<file path="src/verilog/align_pkg.sv">
package align_pkg;

  localparam int WIDTH = 16;
  localparam int MEM_WDTH = WIDTH + 1;  // data plus even parity

  localparam int NUM_ADDR = 240;
  localparam int BIT_ADDR = 8;

  localparam int NUM_SROW = 60;  // not a power of two
  localparam int BIT_SROW = 6;

  localparam int NUM_WRDS = 4;
  localparam int BIT_WRDS = 2;

  localparam int ROW_BITS = NUM_WRDS * MEM_WDTH;
  localparam int BIT_PADR = BIT_WRDS + BIT_SROW;  // {slot, row}

  localparam int SRAM_DELAY = 2;

  // one sram row, seen flat for bit masks or per word slot
  typedef union packed {
    logic [ROW_BITS-1:0] flat;
    logic [NUM_WRDS-1:0][MEM_WDTH-1:0] word;
  } row_u;

endpackage

</file>
<file path="src/verilog/addr_split.sv">
`timescale 1ns/1ps

module addr_split (
  input  logic [align_pkg::BIT_ADDR-1:0] addr,
  output logic [align_pkg::BIT_WRDS-1:0] slot,
  output logic [align_pkg::BIT_SROW-1:0] row
);

  import align_pkg::*;

  logic [BIT_ADDR-1:0] rem;

  // slot = addr / NUM_SROW, row = addr % NUM_SROW
  // addr < NUM_WRDS*NUM_SROW, so NUM_WRDS-1 subtract steps are enough
  always_comb begin
    rem = addr;
    slot = '0;
    for (int i = 1; i < NUM_WRDS; i++) begin
      if (rem >= BIT_ADDR'(NUM_SROW)) begin
        rem = rem - BIT_ADDR'(NUM_SROW);
        slot = slot + 1'b1;
      end
    end
    row = rem[BIT_SROW-1:0];
  end

endmodule

</file>
<file path="src/verilog/align_top.sv">
`timescale 1ns/1ps

module align_top (
  input  logic                          clk,
  input  logic                          rst,
  input  logic                          write,
  input  logic [align_pkg::BIT_ADDR-1:0] wr_adr,
  input  logic [align_pkg::WIDTH-1:0]    din,
  input  logic                          read,
  input  logic [align_pkg::BIT_ADDR-1:0] rd_adr,
  output logic [align_pkg::WIDTH-1:0]    rd_dout,
  output logic                          rd_fwrd,
  output logic                          rd_serr,
  output logic [align_pkg::BIT_PADR-1:0] rd_padr,
  output logic                          mem_write,
  output logic [align_pkg::BIT_SROW-1:0] mem_wr_adr,
  output align_pkg::row_u               mem_bw,
  output align_pkg::row_u               mem_din,
  output logic                          mem_read,
  output logic [align_pkg::BIT_SROW-1:0] mem_rd_adr,
  input  align_pkg::row_u               mem_rd_dout
);

  import align_pkg::*;

  logic [BIT_WRDS-1:0] wr_slot;
  logic [BIT_SROW-1:0] wr_row;
  logic [BIT_WRDS-1:0] rd_slot;
  logic [BIT_SROW-1:0] rd_row;

  logic                buf_vld;
  logic [BIT_SROW-1:0] buf_row;
  logic [NUM_WRDS-1:0] buf_msk;
  row_u                buf_dat;

  logic [BIT_WRDS-1:0] trk_slot;
  logic [BIT_SROW-1:0] trk_row;
  logic                trk_fwd;
  logic [MEM_WDTH-1:0] trk_dat;

  addr_split wr_split_i (
    .addr (wr_adr),
    .slot (wr_slot),
    .row  (wr_row)
  );

  addr_split rd_split_i (
    .addr (rd_adr),
    .slot (rd_slot),
    .row  (rd_row)
  );

  write_merge write_merge_i (
    .clk        (clk),
    .rst        (rst),
    .write      (write),
    .wr_slot    (wr_slot),
    .wr_row     (wr_row),
    .din        (din),
    .read       (read),
    .rd_row     (rd_row),
    .mem_write  (mem_write),
    .mem_wr_adr (mem_wr_adr),
    .mem_bw     (mem_bw),
    .mem_din    (mem_din),
    .buf_vld    (buf_vld),
    .buf_row    (buf_row),
    .buf_msk    (buf_msk),
    .buf_dat    (buf_dat)
  );

  read_track read_track_i (
    .clk      (clk),
    .rst      (rst),
    .read     (read),
    .rd_slot  (rd_slot),
    .rd_row   (rd_row),
    .buf_vld  (buf_vld),
    .buf_row  (buf_row),
    .buf_msk  (buf_msk),
    .buf_dat  (buf_dat),
    .trk_slot (trk_slot),
    .trk_row  (trk_row),
    .trk_fwd  (trk_fwd),
    .trk_dat  (trk_dat)
  );

  read_combine read_combine_i (
    .trk_slot    (trk_slot),
    .trk_row     (trk_row),
    .trk_fwd     (trk_fwd),
    .trk_dat     (trk_dat),
    .mem_rd_dout (mem_rd_dout),
    .rd_dout     (rd_dout),
    .rd_fwrd     (rd_fwrd),
    .rd_serr     (rd_serr),
    .rd_padr     (rd_padr)
  );

  assign mem_read = read;  // every read goes to the sram
  assign mem_rd_adr = rd_row;

endmodule

</file>
<file path="src/verilog/read_combine.sv">
`timescale 1ns/1ps

module read_combine (
  input  logic [align_pkg::BIT_WRDS-1:0] trk_slot,
  input  logic [align_pkg::BIT_SROW-1:0] trk_row,
  input  logic                          trk_fwd,
  input  logic [align_pkg::MEM_WDTH-1:0] trk_dat,
  input  align_pkg::row_u               mem_rd_dout,
  output logic [align_pkg::WIDTH-1:0]    rd_dout,
  output logic                          rd_fwrd,
  output logic                          rd_serr,
  output logic [align_pkg::BIT_PADR-1:0] rd_padr
);

  import align_pkg::*;

  logic [MEM_WDTH-1:0] sram_word;
  logic [MEM_WDTH-1:0] sel_word;

  assign sram_word = mem_rd_dout.word[trk_slot];
  assign sel_word = trk_fwd ? trk_dat : sram_word;

  assign rd_dout = sel_word[WIDTH-1:0];  // parity bit dropped
  assign rd_fwrd = trk_fwd;
  assign rd_serr = !trk_fwd && (^sram_word);  // odd count means a flipped bit
  assign rd_padr = {trk_slot, trk_row};

endmodule

</file>
<file path="src/verilog/read_track.sv">
`timescale 1ns/1ps

module read_track (
  input  logic                          clk,
  input  logic                          rst,
  input  logic                          read,
  input  logic [align_pkg::BIT_WRDS-1:0] rd_slot,
  input  logic [align_pkg::BIT_SROW-1:0] rd_row,
  input  logic                          buf_vld,
  input  logic [align_pkg::BIT_SROW-1:0] buf_row,
  input  logic [align_pkg::NUM_WRDS-1:0] buf_msk,
  input  align_pkg::row_u               buf_dat,
  output logic [align_pkg::BIT_WRDS-1:0] trk_slot,
  output logic [align_pkg::BIT_SROW-1:0] trk_row,
  output logic                          trk_fwd,
  output logic [align_pkg::MEM_WDTH-1:0] trk_dat
);

  import align_pkg::*;

  logic                fwd_now;
  logic [BIT_WRDS-1:0] slot_q [SRAM_DELAY];
  logic [BIT_SROW-1:0] row_q  [SRAM_DELAY];
  logic                fwd_q  [SRAM_DELAY];
  logic [MEM_WDTH-1:0] dat_q  [SRAM_DELAY];

  // buffer state before the edge decides forwarding
  assign fwd_now = read && buf_vld && (rd_row == buf_row) && buf_msk[rd_slot];

  always_ff @(posedge clk) begin
    if (rst) begin
      for (int i = 0; i < SRAM_DELAY; i++) begin
        fwd_q[i] <= 1'b0;
      end
    end else begin
      fwd_q[0] <= fwd_now;
      for (int i = 1; i < SRAM_DELAY; i++) begin
        fwd_q[i] <= fwd_q[i-1];
      end
    end
  end

  always_ff @(posedge clk) begin
    slot_q[0] <= rd_slot;
    row_q[0] <= rd_row;
    dat_q[0] <= buf_dat.word[rd_slot];  // only meaningful when forwarded
    for (int i = 1; i < SRAM_DELAY; i++) begin
      slot_q[i] <= slot_q[i-1];
      row_q[i] <= row_q[i-1];
      dat_q[i] <= dat_q[i-1];
    end
  end

  assign trk_slot = slot_q[SRAM_DELAY-1];
  assign trk_row = row_q[SRAM_DELAY-1];
  assign trk_fwd = fwd_q[SRAM_DELAY-1];
  assign trk_dat = dat_q[SRAM_DELAY-1];

endmodule

</file>
<file path="src/verilog/write_merge.sv">
`timescale 1ns/1ps

module write_merge (
  input  logic                          clk,
  input  logic                          rst,
  input  logic                          write,
  input  logic [align_pkg::BIT_WRDS-1:0] wr_slot,
  input  logic [align_pkg::BIT_SROW-1:0] wr_row,
  input  logic [align_pkg::WIDTH-1:0]    din,
  input  logic                          read,
  input  logic [align_pkg::BIT_SROW-1:0] rd_row,
  output logic                          mem_write,
  output logic [align_pkg::BIT_SROW-1:0] mem_wr_adr,
  output align_pkg::row_u               mem_bw,
  output align_pkg::row_u               mem_din,
  output logic                          buf_vld,
  output logic [align_pkg::BIT_SROW-1:0] buf_row,
  output logic [align_pkg::NUM_WRDS-1:0] buf_msk,
  output align_pkg::row_u               buf_dat
);

  import align_pkg::*;

  logic [MEM_WDTH-1:0] din_par;
  logic [NUM_WRDS-1:0] wr_msk;
  row_u                wr_word;
  row_u                wr_bits;
  row_u                drain_bits;
  logic                collide;
  logic                buf_hit;

  assign din_par = {^din, din};  // even parity over the stored word

  // place the new word at its slot
  always_comb begin
    wr_msk = '0;
    wr_word = '0;
    wr_bits = '0;
    wr_msk[wr_slot] = 1'b1;
    wr_word.word[wr_slot] = din_par;
    wr_bits.word[wr_slot] = '1;
  end

  // slot mask of the buffer expanded to bits
  always_comb begin
    drain_bits = '0;
    for (int i = 0; i < NUM_WRDS; i++) begin
      drain_bits.word[i] = {MEM_WDTH{buf_msk[i]}};
    end
  end

  assign collide = write && read && (wr_row == rd_row);
  assign buf_hit = buf_vld && (wr_row == buf_row);

  always_ff @(posedge clk) begin
    if (rst) begin
      buf_vld <= 1'b0;
    end else if (collide) begin
      buf_vld <= 1'b1;
    end
  end

  always_ff @(posedge clk) begin
    if (collide || (write && buf_hit)) begin
      buf_row <= wr_row;
      if (buf_hit) begin  // merge into the held row
        buf_msk <= buf_msk | wr_msk;
        buf_dat.flat <= (buf_dat.flat & ~wr_bits.flat) | wr_word.flat;
      end else begin  // old row drains this cycle
        buf_msk <= wr_msk;
        buf_dat <= wr_word;
      end
    end
  end

  // colliding write drains the buffer unless it is empty or on the read row
  assign mem_write = write && !(collide && (!buf_vld || (buf_row == rd_row)));
  assign mem_wr_adr = collide ? buf_row : wr_row;
  assign mem_bw = collide ? drain_bits : wr_bits;
  assign mem_din = collide ? buf_dat : wr_word;

endmodule
</file>
<file path="config.mk">
export PLATFORM = sky130hd
export DESIGN_NAME = align_top
export DESIGN_NICKNAME = d
export VERILOG_FILES = /design/src/verilog/align_pkg.sv /design/src/verilog/addr_split.sv /design/src/verilog/align_top.sv /design/src/verilog/read_combine.sv /design/src/verilog/read_track.sv /design/src/verilog/write_merge.sv
export SDC_FILE = /design/constraint.sdc
export NUM_CORES = 1
export LEC_CHECK = 0
export ABC_CLOCK_PERIOD_IN_PS = 16200
export BUFFER_PORTS_ARGS = -buffer_cell sky130_fd_sc_hd__clkbuf_2
export CORE_MARGIN = 3
export CORE_UTILIZATION = 45
export CTS_CLUSTER_DIAMETER = 120
export CTS_CLUSTER_SIZE = 20
export DETAILED_ROUTE_END_ITERATION = 7
export GPL_ROUTABILITY_DRIVEN = 0
export MAX_ROUTING_LAYER = met4
export PLACE_DENSITY = 0.73
export REMOVE_ABC_BUFFERS = 1
export SLEW_MARGIN = 40
export SYNTH_ARGS = -nofsm -noshare
export SYNTH_HDL_FRONTEND = slang
export SYNTH_SLANG_ARGS = --single-unit
export TNS_END_PERCENT = 20
</file>
<file path="constraint.sdc">
create_clock -name clk -period 16.2 [get_ports clk]
set_input_delay 4.05 -clock clk [delete_from_list [all_inputs] [get_ports clk]]
set_output_delay 4.05 -clock clk [all_outputs]
set_load 0.03 [all_outputs]
</file>
After elaboration in Yosys (flattened, before gate mapping). Memories as Yosys holds them, arrays and structs flattened. Index checks and enable logic that the tools add are counted.

Register bits: 79. Latch bits: 0. RAM bits: 52. Memory bits (read-only): 0. Input port bits: 104. Output and inout port bits: 176. Word-level logic and storage cells: 90. Memories: 4.

Memory list: read_track_i.dat_q (depth 2, bits a word 17, rd ports 2, clocked after memory_dff 0, wr ports 2, line read_track.sv:25) `logic [MEM_WDTH-1:0] dat_q [SRAM_DELAY];`; read_track_i.row_q (depth 2, bits a word 6, rd ports 2, clocked after memory_dff 0, wr ports 2, line read_track.sv:23) `logic [BIT_SROW-1:0] row_q [SRAM_DELAY];`; read_track_i.slot_q (depth 2, bits a word 2, rd ports 2, clocked after memory_dff 0, wr ports 2, line read_track.sv:22) `logic [BIT_WRDS-1:0] slot_q [SRAM_DELAY];`; read_track_i.fwd_q (depth 2, bits a word 1, rd ports 2, clocked after memory_dff 0, wr ports 2, line read_track.sv:24) `logic fwd_q [SRAM_DELAY];`.

Add/subtract/negate cells: 10. Multiply operators: 0. Divide/modulo/power cells: 0. $lt $le $gt $ge: 10. Eq/ne operators: 4. Shift-type cells: 0. Multiplexer cells: 33. Bitwise operators: 7. Reductions and logical operators: 18.

Operator list (count): 2-to-1 mux 68 bit (3); AND 68 bit (2); binary-select mux 17 bit (select 2 bit) (2); inverter 68 bit (1); OR 68 bit (1); 2-to-1 mux 17 bit (3); greater-or-equal comparator 8 x 6 -> 1 bit (second input constant) (6); demux 17 bit (select 2 bit) (1); 2-to-1 mux 8 bit (4); subtractor 8 x 6 -> 8 bit (second input constant) (4); == test 6 bit (4); 2-to-1 mux 6 bit (3); XOR reduction 17 bit (1); 2-to-1 mux 16 bit (1); XOR reduction 16 bit (1); subtractor 6 bit (second input constant) (2); logical AND 1 bit (11); < comparator 2 x 3 -> 1 bit (second input constant) (3); 2-to-1 mux 1 bit (9); 2-to-1 mux 2 bit (4); adder 1 x 1 -> 2 bit (second input constant) (2); adder 2 x 1 -> 2 bit (second input constant) (2); 2-to-1 mux 4 bit (1); OR 4 bit (1); other kinds (6) (10).

Depth between registers and ports, before layout. Gate-level depths: netlist of the first run.

Depth in word-level cells: 14. Depth in mapped cells: 20. Depth with buffers taken out: 17.

Hierarchy. From an unflattened synthesis of the first run, not the netlist that was laid out.

Cell total of the unflattened synthesis: 724. Area total of the unflattened synthesis: 8757.1 um2.

Modules (own cells, without submodules): write_merge (times used 1, cells each 377, area an instance 4663.2 um2, sequential area each 2362.3 um2); read_track (times used 1, cells each 110, area an instance 1766.7 um2, sequential area each 1041.0 um2); addr_split (times used 2, cells each 86, area an instance 703.2 um2, sequential area each 0.0 um2); read_combine (times used 1, cells each 64, area an instance 913.4 um2, sequential area each 0.0 um2); align_top (times used 1, cells each 1, area an instance 7.5 um2, sequential area each 0.0 um2).

Least setup slack after synthesis of the first run. No wires, ideal clock.

Path type: input-to-output. Start point: input port rd_adr[2] (netlist name). End point: output port mem_bw[10] (netlist name). Arrival time: 9.253 ns. Required time: 12.150 ns. Slack: 2.897 ns. Cell stages on the path: 14. Buffers on the path: 3. Path through: ha_1 a311oi_4 xnor2_1 ha_1 o21ai_1 and3_1 or3_4 o311ai_1 xor2_1 nor4_2 buf_4 buf_6 mux2i_1 buf_4.

RTL lines: from (decl) (line align_top.sv:10) `input logic [align_pkg::BIT_ADDR-1:0] rd_adr,`; to (decl) (line align_top.sv:17) `output align_pkg::row_u mem_bw,`.

==> results of run 1 <==
layout make-up:
type                            count  share of cell area [%]
Multi-Input combinational cell    453                   42.22
Inverter                           16                  0.5977
Timing Repair Buffer              287                   14.49
Tap cell                          229                   2.851
Clock buffer                       19                   4.620
Sequential cell                   129                   33.50
Clock inverter                     13                   1.693
Antenna cell                        1                 0.02490
worst max-delay path: stages:
cell                       delay (ns)
sky130_fd_sc_hd__clkbuf_2        0.17
sky130_fd_sc_hd__ha_1            0.40
sky130_fd_sc_hd__a311o_1         0.41
sky130_fd_sc_hd__inv_1           0.14
sky130_fd_sc_hd__nand2_1         0.09
sky130_fd_sc_hd__nand2_1         0.06
sky130_fd_sc_hd__ha_1            0.22
sky130_fd_sc_hd__o21a_1          0.14
sky130_fd_sc_hd__nor2_1          0.34
sky130_fd_sc_hd__mux2_2          0.41
sky130_fd_sc_hd__ha_1            0.25
sky130_fd_sc_hd__a31oi_2         0.34
sky130_fd_sc_hd__mux2i_1         0.43
sky130_fd_sc_hd__xor2_1          0.16
sky130_fd_sc_hd__nor4_4          0.33
sky130_fd_sc_hd__buf_4           0.48
sky130_fd_sc_hd__buf_4           0.63
sky130_fd_sc_hd__mux2_1          0.58
sky130_fd_sc_hd__clkbuf_2        0.26
per-layer routing:
| metal | vias up | GRT usage (%) | wire length [um] |
|---|---|---|---|
| met5 | - | - | 0 |
| met1 | 2921 | 24.78 | 8703 |
| li1 | 2915 | - | - |
| met2 | 230 | 37.76 | 11310 |
| met3 | 32 | 4.469 | 1523 |
| met4 | 0 | 7.374 | 541 |
cell families (layout without fill, tap and decap cells):
kind of cell	Yosys count	in the layout	share of synthesized area (%)
and+or+nand+nor	172	172	11.90
muxes	144	144	23.85
DFF	129	129	40.25
buffers and inverters	127	335	9.718
AOI/OAI and AO/OA	69	69	6.424
xor gates and xnor gates	58	58	6.349
adders and majority gates	10	10	1.497
other	0	1	0
Yosys cell counts, types with 15 or more instances:
master and n:
sky130_fd_sc_hd__buf_4 76, sky130_fd_sc_hd__clkbuf_1 17, sky130_fd_sc_hd__xnor2_1 41, sky130_fd_sc_hd__nor2_1 17, sky130_fd_sc_hd__inv_1 16, sky130_fd_sc_hd__mux2_2 56, sky130_fd_sc_hd__xor2_1 15, sky130_fd_sc_hd__and2_1 52
sky130_fd_sc_hd__edfxtp_1 78, sky130_fd_sc_hd__mux2_1 42, sky130_fd_sc_hd__nor2b_1 20, sky130_fd_sc_hd__nand2_1 25, sky130_fd_sc_hd__dfxtp_1 51, sky130_fd_sc_hd__mux4_2 34
path summary, 6_finish.rpt:
kind                                                          end  slack (ns)  depth (start not counted)                                from
worst max-delay path                                   mem_bw[41]        2.17                         19                           wr_adr[2]
worst min-delay path            read_track_i.dat_q[0][28]$_DFF_P_        0.32                          0   read_track_i.dat_q[0][11]$_DFF_P_
worst max register to register                          flip-flop       13.26                          5  write_merge_i.buf_row[2]$_DFFE_PP_
worst min register to register  read_track_i.dat_q[0][28]$_DFF_P_        0.32                          0   read_track_i.dat_q[0][11]$_DFF_P_
power by group:
| part | total [mW] | internal, mW | switching [mW] |
|---|---|---|---|
| logic | 0.575 | 0.201 | 0.373 |
| registers | 0.394 | 0.377 | 0.0172 |
| clock network | 0.407 | 0.258 | 0.149 |
| total | 1.38 | 0.836 | 0.539 |
==> load_flow_metrics.sql, run 1 <==
INSERT INTO impl_metrics (metric_group, metric, value, unit) VALUES
('run_status', 'result_of_the_run', 'finished clean', ''),
('synth', 'yosys_warnings', '0', ''),
('detailed_routing', 'drtPass1Iterations', '5', ''),
('grt', 'grt_antenna_before_repair', '1', ''),
('detailed_routing', 'drt-wirelength-per-cell', '19.25', 'um'),
('worst_setup_path', 'critical_path.max_fanout', '49', ''),
('cells_and_area', 'fin_nets', '1018', ''),
('synth', 'netlist.top_cell.by_area', 'sky130_fd_sc_hd__edfxtp_1', ''),
('clock_tree', 'cts-root-buf', 'sky130_fd_sc_hd__clkbuf_16', ''),
('detailed_routing', 'ant_nets', '0', ''),
('detailed_routing', 'dr.first_iter.drc_count', '304', ''),
('clock_tree', 'count_of_buffers_added_by_post_cts_timing_repair_for_setup', '0', ''),
('placed_design', 'pre_cts_slack', '2.182', 'ns'),
('synth', 'synth_seq_cells', '129', ''),
('timing', 'final.setup.tns', '0', 'ns'),
('min_path', 'min-delay-path-class', 'reg2reg', ''),
('synth', 'number_of_flops_mapped_to_enable_cells_by_yosys', '78', ''),
('detailed_routing', 'routed-via-count', '6098', ''),
('placed_design', 'numPortBuffers', '279', ''),
('clock_tree', 'cts_buffers', '17', ''),
('clock_tree', 'cts_tree', 'yes', ''),
('grt', 'grt.overflow.total', '0', ''),
('clock_tree', 'clock_tree.buffer_depth', '2', ''),
('power', 'leakagePower', '4.233', 'nW'),
('clock_tree', 'h-tree-depth', '4', ''),
('timing', 'setup_viols_final', '0', ''),
('timing', 'hold-worst-slack', '0.3203', 'ns'),
('synth', 'yosysSeqAreaShare', '40.25', '%'),
('clock_tree', 'numClockSinks', '129', ''),
('timing', 'hold_viol', '0', ''),
('cells_and_area', 'area_of_all_placed_cells_without_fillers', '10050', 'um2'),
('cells_and_area', 'post_route_cells_drive_above_1_share', '47.44', '%'),
('grt', 'gr_usage_total', '21.65', '%'),
('placed_design', 'placed_cells', '1114', ''),
('timing', 'max_slew_margin', '50.52', '%'),
('timing', 'final-max-slew-violation-count', '0', ''),
('cells_and_area', 'final_cells', '1147', ''),
('power', 'powerDensity', '136.9', 'nW/um2'),
('worst_setup_path', 'critical_path_data_arrival_time', '9.98', 'ns'),
('floorplanning', 'io-pin-count', '280', ''),
('floorplanning', 'floorplan.initialDensity', '46.20', '%'),
('floorplanning', 'die_h', '142.3', 'um'),
('detailed_routing', 'vias_per_cell', '5.316', ''),
('timing', 'worst_clock_skew', '0.01406', 'ns'),
('detailed_routing', 'wl', '22.08', 'mm'),
('timing', 'layout_setup_ws', '2.172', 'ns'),
('cells_and_area', 'most_common_cell_after_layout_fill_and_taps_aside', 'sky130_fd_sc_hd__clkbuf_2', ''),
('synth', 'netlist_instances', '709', ''),
('cells_and_area', 'post-route-util', '55.56', '%'),
('cells_and_area', 'multi_input_comb_area', '4243', 'um2'),
('synth', 'synth.distinct_cells', '68', ''),
('synth', 'synthesis.area', '8356', 'um2'),
('worst_setup_path', 'worst-setup-path-type', 'in2out', ''),
('power', 'max-vdd-ir-drop', '76.79', 'uV'),
('worst_setup_path', 'endpoint_kind', 'output port', ''),
('worst_setup_path', 'start_kind', 'input port', ''),
('synth', 'asyncSetResetFlopFracSynth', '0', '%'),
('floorplanning', 'placement_rows', '49', ''),
('synth', 'synth_area_per_cell', '11.78', 'um2'),
('grt', 'first_pass_grt_wire_length', '32.81', 'mm'),
('cells_and_area', 'fill_cells', '1544', ''),
('grt', 'first_global_vias', '5966', ''),
('synth', 'area_share_of_the_largest_cell_type_after_synthesis', '28.03', '%'),
('placed_design', 'dpl-instance-area', '9405', 'um2'),
('timing', 'max_slew.worst_pin.slew', '0.7411', 'ns'),
('clock_tree', 'holdBufCountCts', '0', ''),
('grt', 'grt_start_max_net_pins', '50', ''),
('floorplanning', 'area_inside_the_core_boundary', '18090', 'um2'),
('job', 'max-cap-violations', '0', ''),
('floorplanning', 'fp.dieArea', '20240', 'um2'),
('synth', 'dominantRegCellSynth', 'sky130_fd_sc_hd__edfxtp_1', '');
Note: power is estimated with default switching activity, not from simulation.
==> run 2: changes to the inputs <==
Settings changed: ABC_CLOCK_PERIOD_IN_PS 16200 to 17900, RECOVER_POWER set to 50.
Clock period 16.2 ns to 17.9 ns, I/O delays scaled along.
==> load_flow_metrics.sql, run 2 (synthesis results as in run 1) <==
INSERT INTO impl_metrics (metric_group, metric, value, unit) VALUES
('power', 'max-vdd-ir-drop', '69.42', 'uV'),
('timing', 'setup_viols_final', '0', ''),
('power', 'p_sw_share', '38.54', '%'),
('timing', 'max_slew.worst_pin.slew', '1.720', 'ns'),
('power', 'sequential_power_share', '28.7', '%'),
('grt', 'gr_usage_total', '21.63', '%'),
('min_path', 'min-delay-path-class', 'reg2reg', ''),
('floorplanning', 'die_h', '142.3', 'um'),
('clock_tree', 'cts_buffers', '17', ''),
('detailed_routing', 'drtPass1Iterations', '4', ''),
('cells_and_area', 'final_cells', '1146', ''),
('run_status', 'failed_checks', 'max-capacitance violations, max-slew violations', ''),
('cells_and_area', 'fill_cells', '1530', ''),
('detailed_routing', 'wl', '21.98', 'mm'),
('floorplanning', 'fp.dieW', '142.3', 'um'),
('power', 'clock_power_share', '30.2', '%'),
('cells_and_area', 'fin_nets', '1018', ''),
('worst_setup_path', 'ff2ff_path_depth', '5', ''),
('grt', 'grt_start_max_net_pins', '50', ''),
('worst_setup_path', 'worst-setup-path-type', 'in2out', ''),
('clock_tree', 'h-tree-depth', '4', ''),
('worst_setup_path', 'required_time_worst_endpoint', '13.43', 'ns'),
('floorplanning', 'placement_rows', '49', ''),
('job', 'max-cap-violations', '1', ''),
('timing', 'worst_clock_skew', '0.008371', 'ns'),
('cells_and_area', 'most_common_cell_after_layout_fill_and_taps_aside', 'sky130_fd_sc_hd__clkbuf_2', ''),
('timing', 'clock.fmax', '0.06345', 'GHz'),
('worst_setup_path', 'worstReg2RegStart', 'write_merge_i.buf_row[2]$_DFFE_PP_', ''),
('detailed_routing', 'ant_nets', '0', ''),
('min_path', 'number_of_stages_on_the_worst_hold_path', '0', ''),
('detailed_routing', 'routed-via-count', '6125', ''),
('grt', 'first_pass_grt_wire_length', '32.84', 'mm'),
('worst_setup_path', 'start_kind', 'input port', ''),
('power', 'internal_power', '0.7631', 'mW'),
('placed_design', 'numPortBuffers', '279', ''),
('cells_and_area', 'antenna_cells', '0', ''),
('timing', 'final-max-slew-violation-count', '19', ''),
('cells_and_area', 'post_route_cells_drive_above_1_share', '42.97', '%'),
('clock_tree', 'numClockSinks', '129', ''),
('floorplanning', 'io-pin-count', '280', ''),
('timing', 'hold-worst-slack', '0.3230', 'ns'),
('detailed_routing', 'dr.first_iter.drc_count', '382', ''),
('worst_setup_path', 'timing.reg2reg.setup_slack', '14.47', 'ns'),
('run_status', 'result_of_the_run', 'finished, violations left', ''),
('grt', 'grt_antenna_before_repair', '0', ''),
('detailed_routing', 'vias_per_cell', '5.345', ''),
('grt', 'first_global_vias', '5919', ''),
('detailed_routing', 'drc', '0', ''),
('power', 'power.combinational.fraction', '41.1', '%'),
('floorplanning', 'fp.dieArea', '20240', 'um2'),
('clock_tree', 'holdBufCountCts', '0', ''),
('clock_tree', 'cts-root-buf', 'sky130_fd_sc_hd__clkbuf_16', ''),
('power', 'netSwitchingPower', '0.4785', 'mW'),
('clock_tree', 'clk-insertion-delay-late', '0.41', 'ns'),
('floorplanning', 'floorplan.initialDensity', '46.20', '%'),
('clock_tree', 'count_of_buffers_added_by_post_cts_timing_repair_for_setup', '0', ''),
('timing', 'unrepaired_setup_endpoints_after_global_routing', 'false', ''),
('placed_design', 'placed_cells', '1114', ''),
('timing', 'finalWorstPathRequiredPeriod', '15.76', 'ns'),
('timing', 'max_slew_margin', '-14.69', '%'),
('floorplanning', 'area_inside_the_core_boundary', '18090', 'um2'),
('timing', 'hold_viol', '0', ''),
('clock_tree', 'cts_resized', '0', ''),
('worst_setup_path', 'endpoint_kind', 'output port', ''),
('worst_setup_path', 'critical_path_data_arrival_time', '11.29', 'ns'),
('placed_design', 'dp_hpwl', '16.37', 'mm'),
('worst_setup_path', 'critical_path.max_fanout', '49', ''),
('worst_setup_path', 'critPathLaunch', 'rd_adr[2]', ''),
('min_path', 'worstHoldStart', 'read_track_i.slot_q[0][0]$_DFF_P_', ''),
('clock_tree', 'clk_pin_slew', '0.06', 'ns'),
('power', 'powerDensity', '125.0', 'nW/um2'),
('detailed_routing', 'drt-wirelength-per-cell', '19.18', 'um'),
('clock_tree', 'clock_tree.buffer_depth', '2', ''),
('power', 'leakagePower', '4.124', 'nW'),
('cells_and_area', 'post-route-util', '54.94', '%'),
('cells_and_area', 'final_cell_mix', 'sky130_fd_sc_hd__clkbuf_2, sky130_fd_sc_hd__edfxtp_1, sky130_fd_sc_hd__mux2_2, sky130_fd_sc_hd__dfxtp_1, sky130_fd_sc_hd__mux2_1', ''),
('timing', 'finalCritPeriodShare', '88.05', '%'),
('grt', 'grt.overflow.total', '0', ''),
('min_path', 'hold_path_end', 'read_track_i.slot_q[0][2]$_DFF_P_', ''),
('clock_tree', 'cts_tree', 'yes', ''),
('cells_and_area', 'flow.area_growth_from_synthesis', '18.91', '%');
run 2: how the worst max path moves through the flow:
stage / end / slack [ns]
global placement: mem_bw[34] / 3.26
floorplan: mem_bw[0] / -8.50
detailed placement: mem_bw[49] / 3.01
CTS: mem_bw[49] / 3.00
finish: mem_bw[49] / 2.14
global route: mem_bw[44] / 1.57
run 2: power by group through the flow:
| stage | registers [mW] | logic (mW) | clock network (mW) |
|---|---|---|---|
| 2_1_floorplan | 0.366 | 0.362 | 0 |
| 3_3_place_gp | 0.361 | 0.517 | 0 |
| 3_5_place_dp | 0.363 | 0.521 | 0 |
| 4_1_cts | 0.356 | 0.524 | 0.378 |
| 5_1_grt | 0.359 | 0.547 | 0.392 |
| 6_report | 0.356 | 0.511 | 0.375 |
run 2: cell type report:
type,count,area (um2),share of cell area [%]
tap,229,286.5,2.884
inverter,16,60.06,0.6045
timing repair buffer,287,1420,14.29
clock buffer,22,506.7,5.100
multi-input combinational,453,4159,41.86
sequential,129,3363,33.85
clock inverter,10,140.1,1.410
run 2: worst max-delay path, cell delays in order:
cell and delay, ns:
sky130_fd_sc_hd__clkbuf_1 0.21, sky130_fd_sc_hd__ha_1 0.39, sky130_fd_sc_hd__a311oi_1 0.77, sky130_fd_sc_hd__inv_1 0.16, sky130_fd_sc_hd__nand2_1 0.11, sky130_fd_sc_hd__nand2_1 0.07, sky130_fd_sc_hd__ha_1 0.23, sky130_fd_sc_hd__o21ai_0 0.20
sky130_fd_sc_hd__nand2_1 0.21, sky130_fd_sc_hd__mux2_1 0.38, sky130_fd_sc_hd__ha_1 0.22, sky130_fd_sc_hd__inv_1 0.08, sky130_fd_sc_hd__nor2_1 0.05, sky130_fd_sc_hd__a21oi_1 0.61, sky130_fd_sc_hd__mux2i_1 0.45, sky130_fd_sc_hd__xor2_1 0.11
sky130_fd_sc_hd__nor4_1 0.51, sky130_fd_sc_hd__buf_4 0.51, sky130_fd_sc_hd__buf_4 0.63, sky130_fd_sc_hd__mux2_1 0.58, sky130_fd_sc_hd__clkbuf_2 0.26
run 2: metrics by stage:
step | setup WS (ns) | TNS, ns | area (um2) | power, mW
2_1_floorplan | -8.497 | -249.77 | 7604 | 0.7282
3_3_place_gp | 3.263 | 0 | 9394 | 0.8788
3_5_place_dp | 3.005 | 0 | 9405 | 0.8840
4_1_cts | 3.003 | 0 | 10050 | 1.258
5_1_grt | 1.565 | 0 | 9936 | 1.299
6_report | 2.139 | 0 | 9936 | 1.242
run 2: per-layer routing:
| metal | routed length, um | global-route usage, % | share of wire [%] | vias up |
|---|---|---|---|---|
| met5 | 0 | - | 0 | - |
| met4 | 293 | 5.707 | 1.3 | 0 |
| met3 | 1361 | 4.301 | 6.2 | 22 |
| met2 | 11310 | 37.02 | 51 | 239 |
| met1 | 9013 | 26.17 | 41 | 2950 |
| li1 | - | - | - | 2914 |
==> run 3: changes to the inputs <==
Settings changed: PLACE_DENSITY 0.73 to 0.83.
==> load_flow_metrics.sql, run 3 (synthesis results as in run 1) <==
INSERT INTO impl_metrics (metric_group, metric, value, unit) VALUES
('worst_setup_path', 'timing.reg2reg.setup_slack', '14.57', 'ns'),
('floorplanning', 'placement_rows', '49', ''),
('clock_tree', 'h-tree-depth', '4', ''),
('timing', 'setup_viols_final', '0', ''),
('worst_setup_path', 'required_time_worst_endpoint', '13.43', 'ns'),
('placed_design', 'numPortBuffers', '279', ''),
('placed_design', 'dp_hpwl', '16.34', 'mm'),
('timing', 'layout_setup_ws', '2.156', 'ns'),
('timing', 'worst_clock_skew', '0.008230', 'ns'),
('cells_and_area', 'final_cell_mix', 'sky130_fd_sc_hd__clkbuf_2, sky130_fd_sc_hd__edfxtp_1, sky130_fd_sc_hd__mux2_2, sky130_fd_sc_hd__dfxtp_1', ''),
('timing', 'unrepaired_setup_endpoints_after_global_routing', 'false', ''),
('job', 'max-cap-violations', '0', ''),
('clock_tree', 'clk_pin_slew', '0.05', 'ns'),
('grt', 'grt_antenna_before_repair', '1', ''),
('timing', 'finalWorstPathRequiredPeriod', '15.74', 'ns'),
('cells_and_area', 'flow.area_growth_from_synthesis', '18.25', '%'),
('power', 'max-vdd-ir-drop', '58.94', 'uV'),
('grt', 'grt.overflow.total', '0', ''),
('detailed_routing', 'drc', '0', ''),
('timing', 'clock.fmax', '0.06352', 'GHz'),
('cells_and_area', 'post_route_cells_drive_above_1_share', '42.09', '%'),
('floorplanning', 'floorplan.initialDensity', '46.20', '%'),
('grt', 'first_global_vias', '6077', ''),
('worst_setup_path', 'critical_path.max_fanout', '81', ''),
('floorplanning', 'area_inside_the_core_boundary', '18090', 'um2'),
('grt', 'first_pass_grt_wire_length', '32.52', 'mm'),
('worst_setup_path', 'critical_path_data_arrival_time', '11.27', 'ns'),
('detailed_routing', 'vias_per_cell', '5.425', ''),
('run_status', 'result_of_the_run', 'finished clean', ''),
('cells_and_area', 'fin_nets', '1018', ''),
('clock_tree', 'cts_buffers', '17', ''),
('cells_and_area', 'most_common_cell_after_layout_fill_and_taps_aside', 'sky130_fd_sc_hd__clkbuf_2', ''),
('placed_design', 'placed_cells', '1114', ''),
('grt', 'grt_start_max_net_pins', '82', ''),
('clock_tree', 'numClockSinks', '129', ''),
('detailed_routing', 'routed-via-count', '6222', ''),
('power', 'leakagePower', '4.059', 'nW'),
('floorplanning', 'fp.dieW', '142.3', 'um'),
('floorplanning', 'die_h', '142.3', 'um'),
('grt', 'gr_usage_total', '21.52', '%'),
('cells_and_area', 'multi_input_comb_area', '4156', 'um2'),
('worst_setup_path', 'endpoint_kind', 'output port', ''),
('timing', 'final-max-slew-violation-count', '0', ''),
('clock_tree', 'cts-root-buf', 'sky130_fd_sc_hd__clkbuf_16', ''),
('cells_and_area', 'post-route-util', '54.63', '%'),
('clock_tree', 'count_of_buffers_added_by_post_cts_timing_repair_for_setup', '0', ''),
('power', 'powerDensity', '122.8', 'nW/um2'),
('clock_tree', 'cts_tree', 'yes', ''),
('detailed_routing', 'dr.first_iter.drc_count', '347', ''),
('timing', 'max_slew_margin', '8.468', '%'),
('cells_and_area', 'sequential_cell_area', '3363', 'um2'),
('cells_and_area', 'fill_cells', '1549', ''),
('clock_tree', 'cts_resized', '0', ''),
('placed_design', 'dpl-instance-area', '9420', 'um2'),
('worst_setup_path', 'worst-setup-path-type', 'in2out', ''),
('timing', 'finalCritPeriodShare', '87.95', '%'),
('placed_design', 'pre_cts_slack', '3.365', 'ns'),
('worst_setup_path', 'start_kind', 'input port', ''),
('timing', 'max_slew.worst_pin.slew', '1.373', 'ns'),
('timing', 'final.setup.tns', '0', 'ns'),
('detailed_routing', 'ant_nets', '0', ''),
('detailed_routing', 'drtPass1Iterations', '4', ''),
('clock_tree', 'holdBufCountCts', '0', ''),
('timing', 'hold-worst-slack', '0.3237', 'ns'),
('clock_tree', 'clock_tree.buffer_depth', '2', ''),
('min_path', 'min-delay-path-class', 'reg2reg', ''),
('cells_and_area', 'area_of_all_placed_cells_without_fillers', '9881', 'um2'),
('floorplanning', 'io-pin-count', '280', ''),
('floorplanning', 'fp.dieArea', '20240', 'um2'),
('power', 'fin_total_pwr', '1.213', 'mW'),
('clock_tree', 'clk-insertion-delay-late', '0.42', 'ns'),
('timing', 'hold_viol', '0', ''),
('detailed_routing', 'drt-wirelength-per-cell', '19.16', 'um'),
('detailed_routing', 'wl', '21.97', 'mm'),
('cells_and_area', 'final_cells', '1147', '');
==> run 3: changes by cell type in the layout (fill, tap and decap cells not counted), moves of 2 or more <==
cell and change:
sky130_fd_sc_hd__buf_4 -3, sky130_fd_sc_hd__clkbuf_1 +10, sky130_fd_sc_hd__clkbuf_16 -2, sky130_fd_sc_hd__clkbuf_2 -6
sky130_fd_sc_hd__clkinvlp_4 +3, sky130_fd_sc_hd__inv_4 -3
==> run 3: critical path, cell delays in order <==
cell	delay, ns
sky130_fd_sc_hd__clkbuf_1	0.23
sky130_fd_sc_hd__ha_1	0.42
sky130_fd_sc_hd__a311oi_1	0.68
sky130_fd_sc_hd__xnor2_1	0.25
sky130_fd_sc_hd__ha_1	0.31
sky130_fd_sc_hd__o21ai_0	0.21
sky130_fd_sc_hd__nand2_1	0.23
sky130_fd_sc_hd__mux2_1	0.39
sky130_fd_sc_hd__ha_1	0.22
sky130_fd_sc_hd__inv_1	0.08
sky130_fd_sc_hd__nor2_1	0.06
sky130_fd_sc_hd__a21oi_1	0.55
sky130_fd_sc_hd__mux2i_1	0.46
sky130_fd_sc_hd__xor2_1	0.12
sky130_fd_sc_hd__nor4_1	1.01
sky130_fd_sc_hd__buf_6	0.65
sky130_fd_sc_hd__mux2_1	0.58
sky130_fd_sc_hd__clkbuf_2	0.26
==> run 3: final timing paths <==
path / startpoint / endpoint / cells after the start
hold / removal: read_track_i.dat_q[0][7]$_DFF_P_ / read_track_i.dat_q[0][24]$_DFF_P_ / 0
setup reg to reg: write_merge_i.buf_row[2]$_DFFE_PP_ / flip-flop / 5
hold reg to reg: read_track_i.dat_q[0][7]$_DFF_P_ / read_track_i.dat_q[0][24]$_DFF_P_ / 0
setup / recovery: rd_adr[2] / mem_bw[23] / 18
==> run 3: area by class of cell <==
cell class,count,share of cell area (%)
antenna,1,0.02533
timing repair buffer,287,14.26
sequential,129,34.04
tap,229,2.900
inverter,16,0.6078
clock buffer,21,4.559
clock inverter,11,1.545
multi-input combinational,453,42.07
==> run 3: where the power goes <==
| part | internal [mW] | switching (mW) | leakage, nW | total [mW] |
|---|---|---|---|---|
| logic | 0.176 | 0.328 | 2.77 | 0.504 |
| clock network | 0.224 | 0.129 | 0.285 | 0.352 |
| registers | 0.341 | 0.0158 | 1.01 | 0.357 |
| total | 0.741 | 0.473 | 4.06 | 1.21 |
==> run 3: per-layer routing <==
layer  share of wire [%]  GRT usage, %  up-vias
met2                  50         36.94      278
met1                  40         25.16     3005
met3                 7.8         4.872       24
li1                    -             -     2915
met4                 1.9         6.616        0
met5                   0             -        -
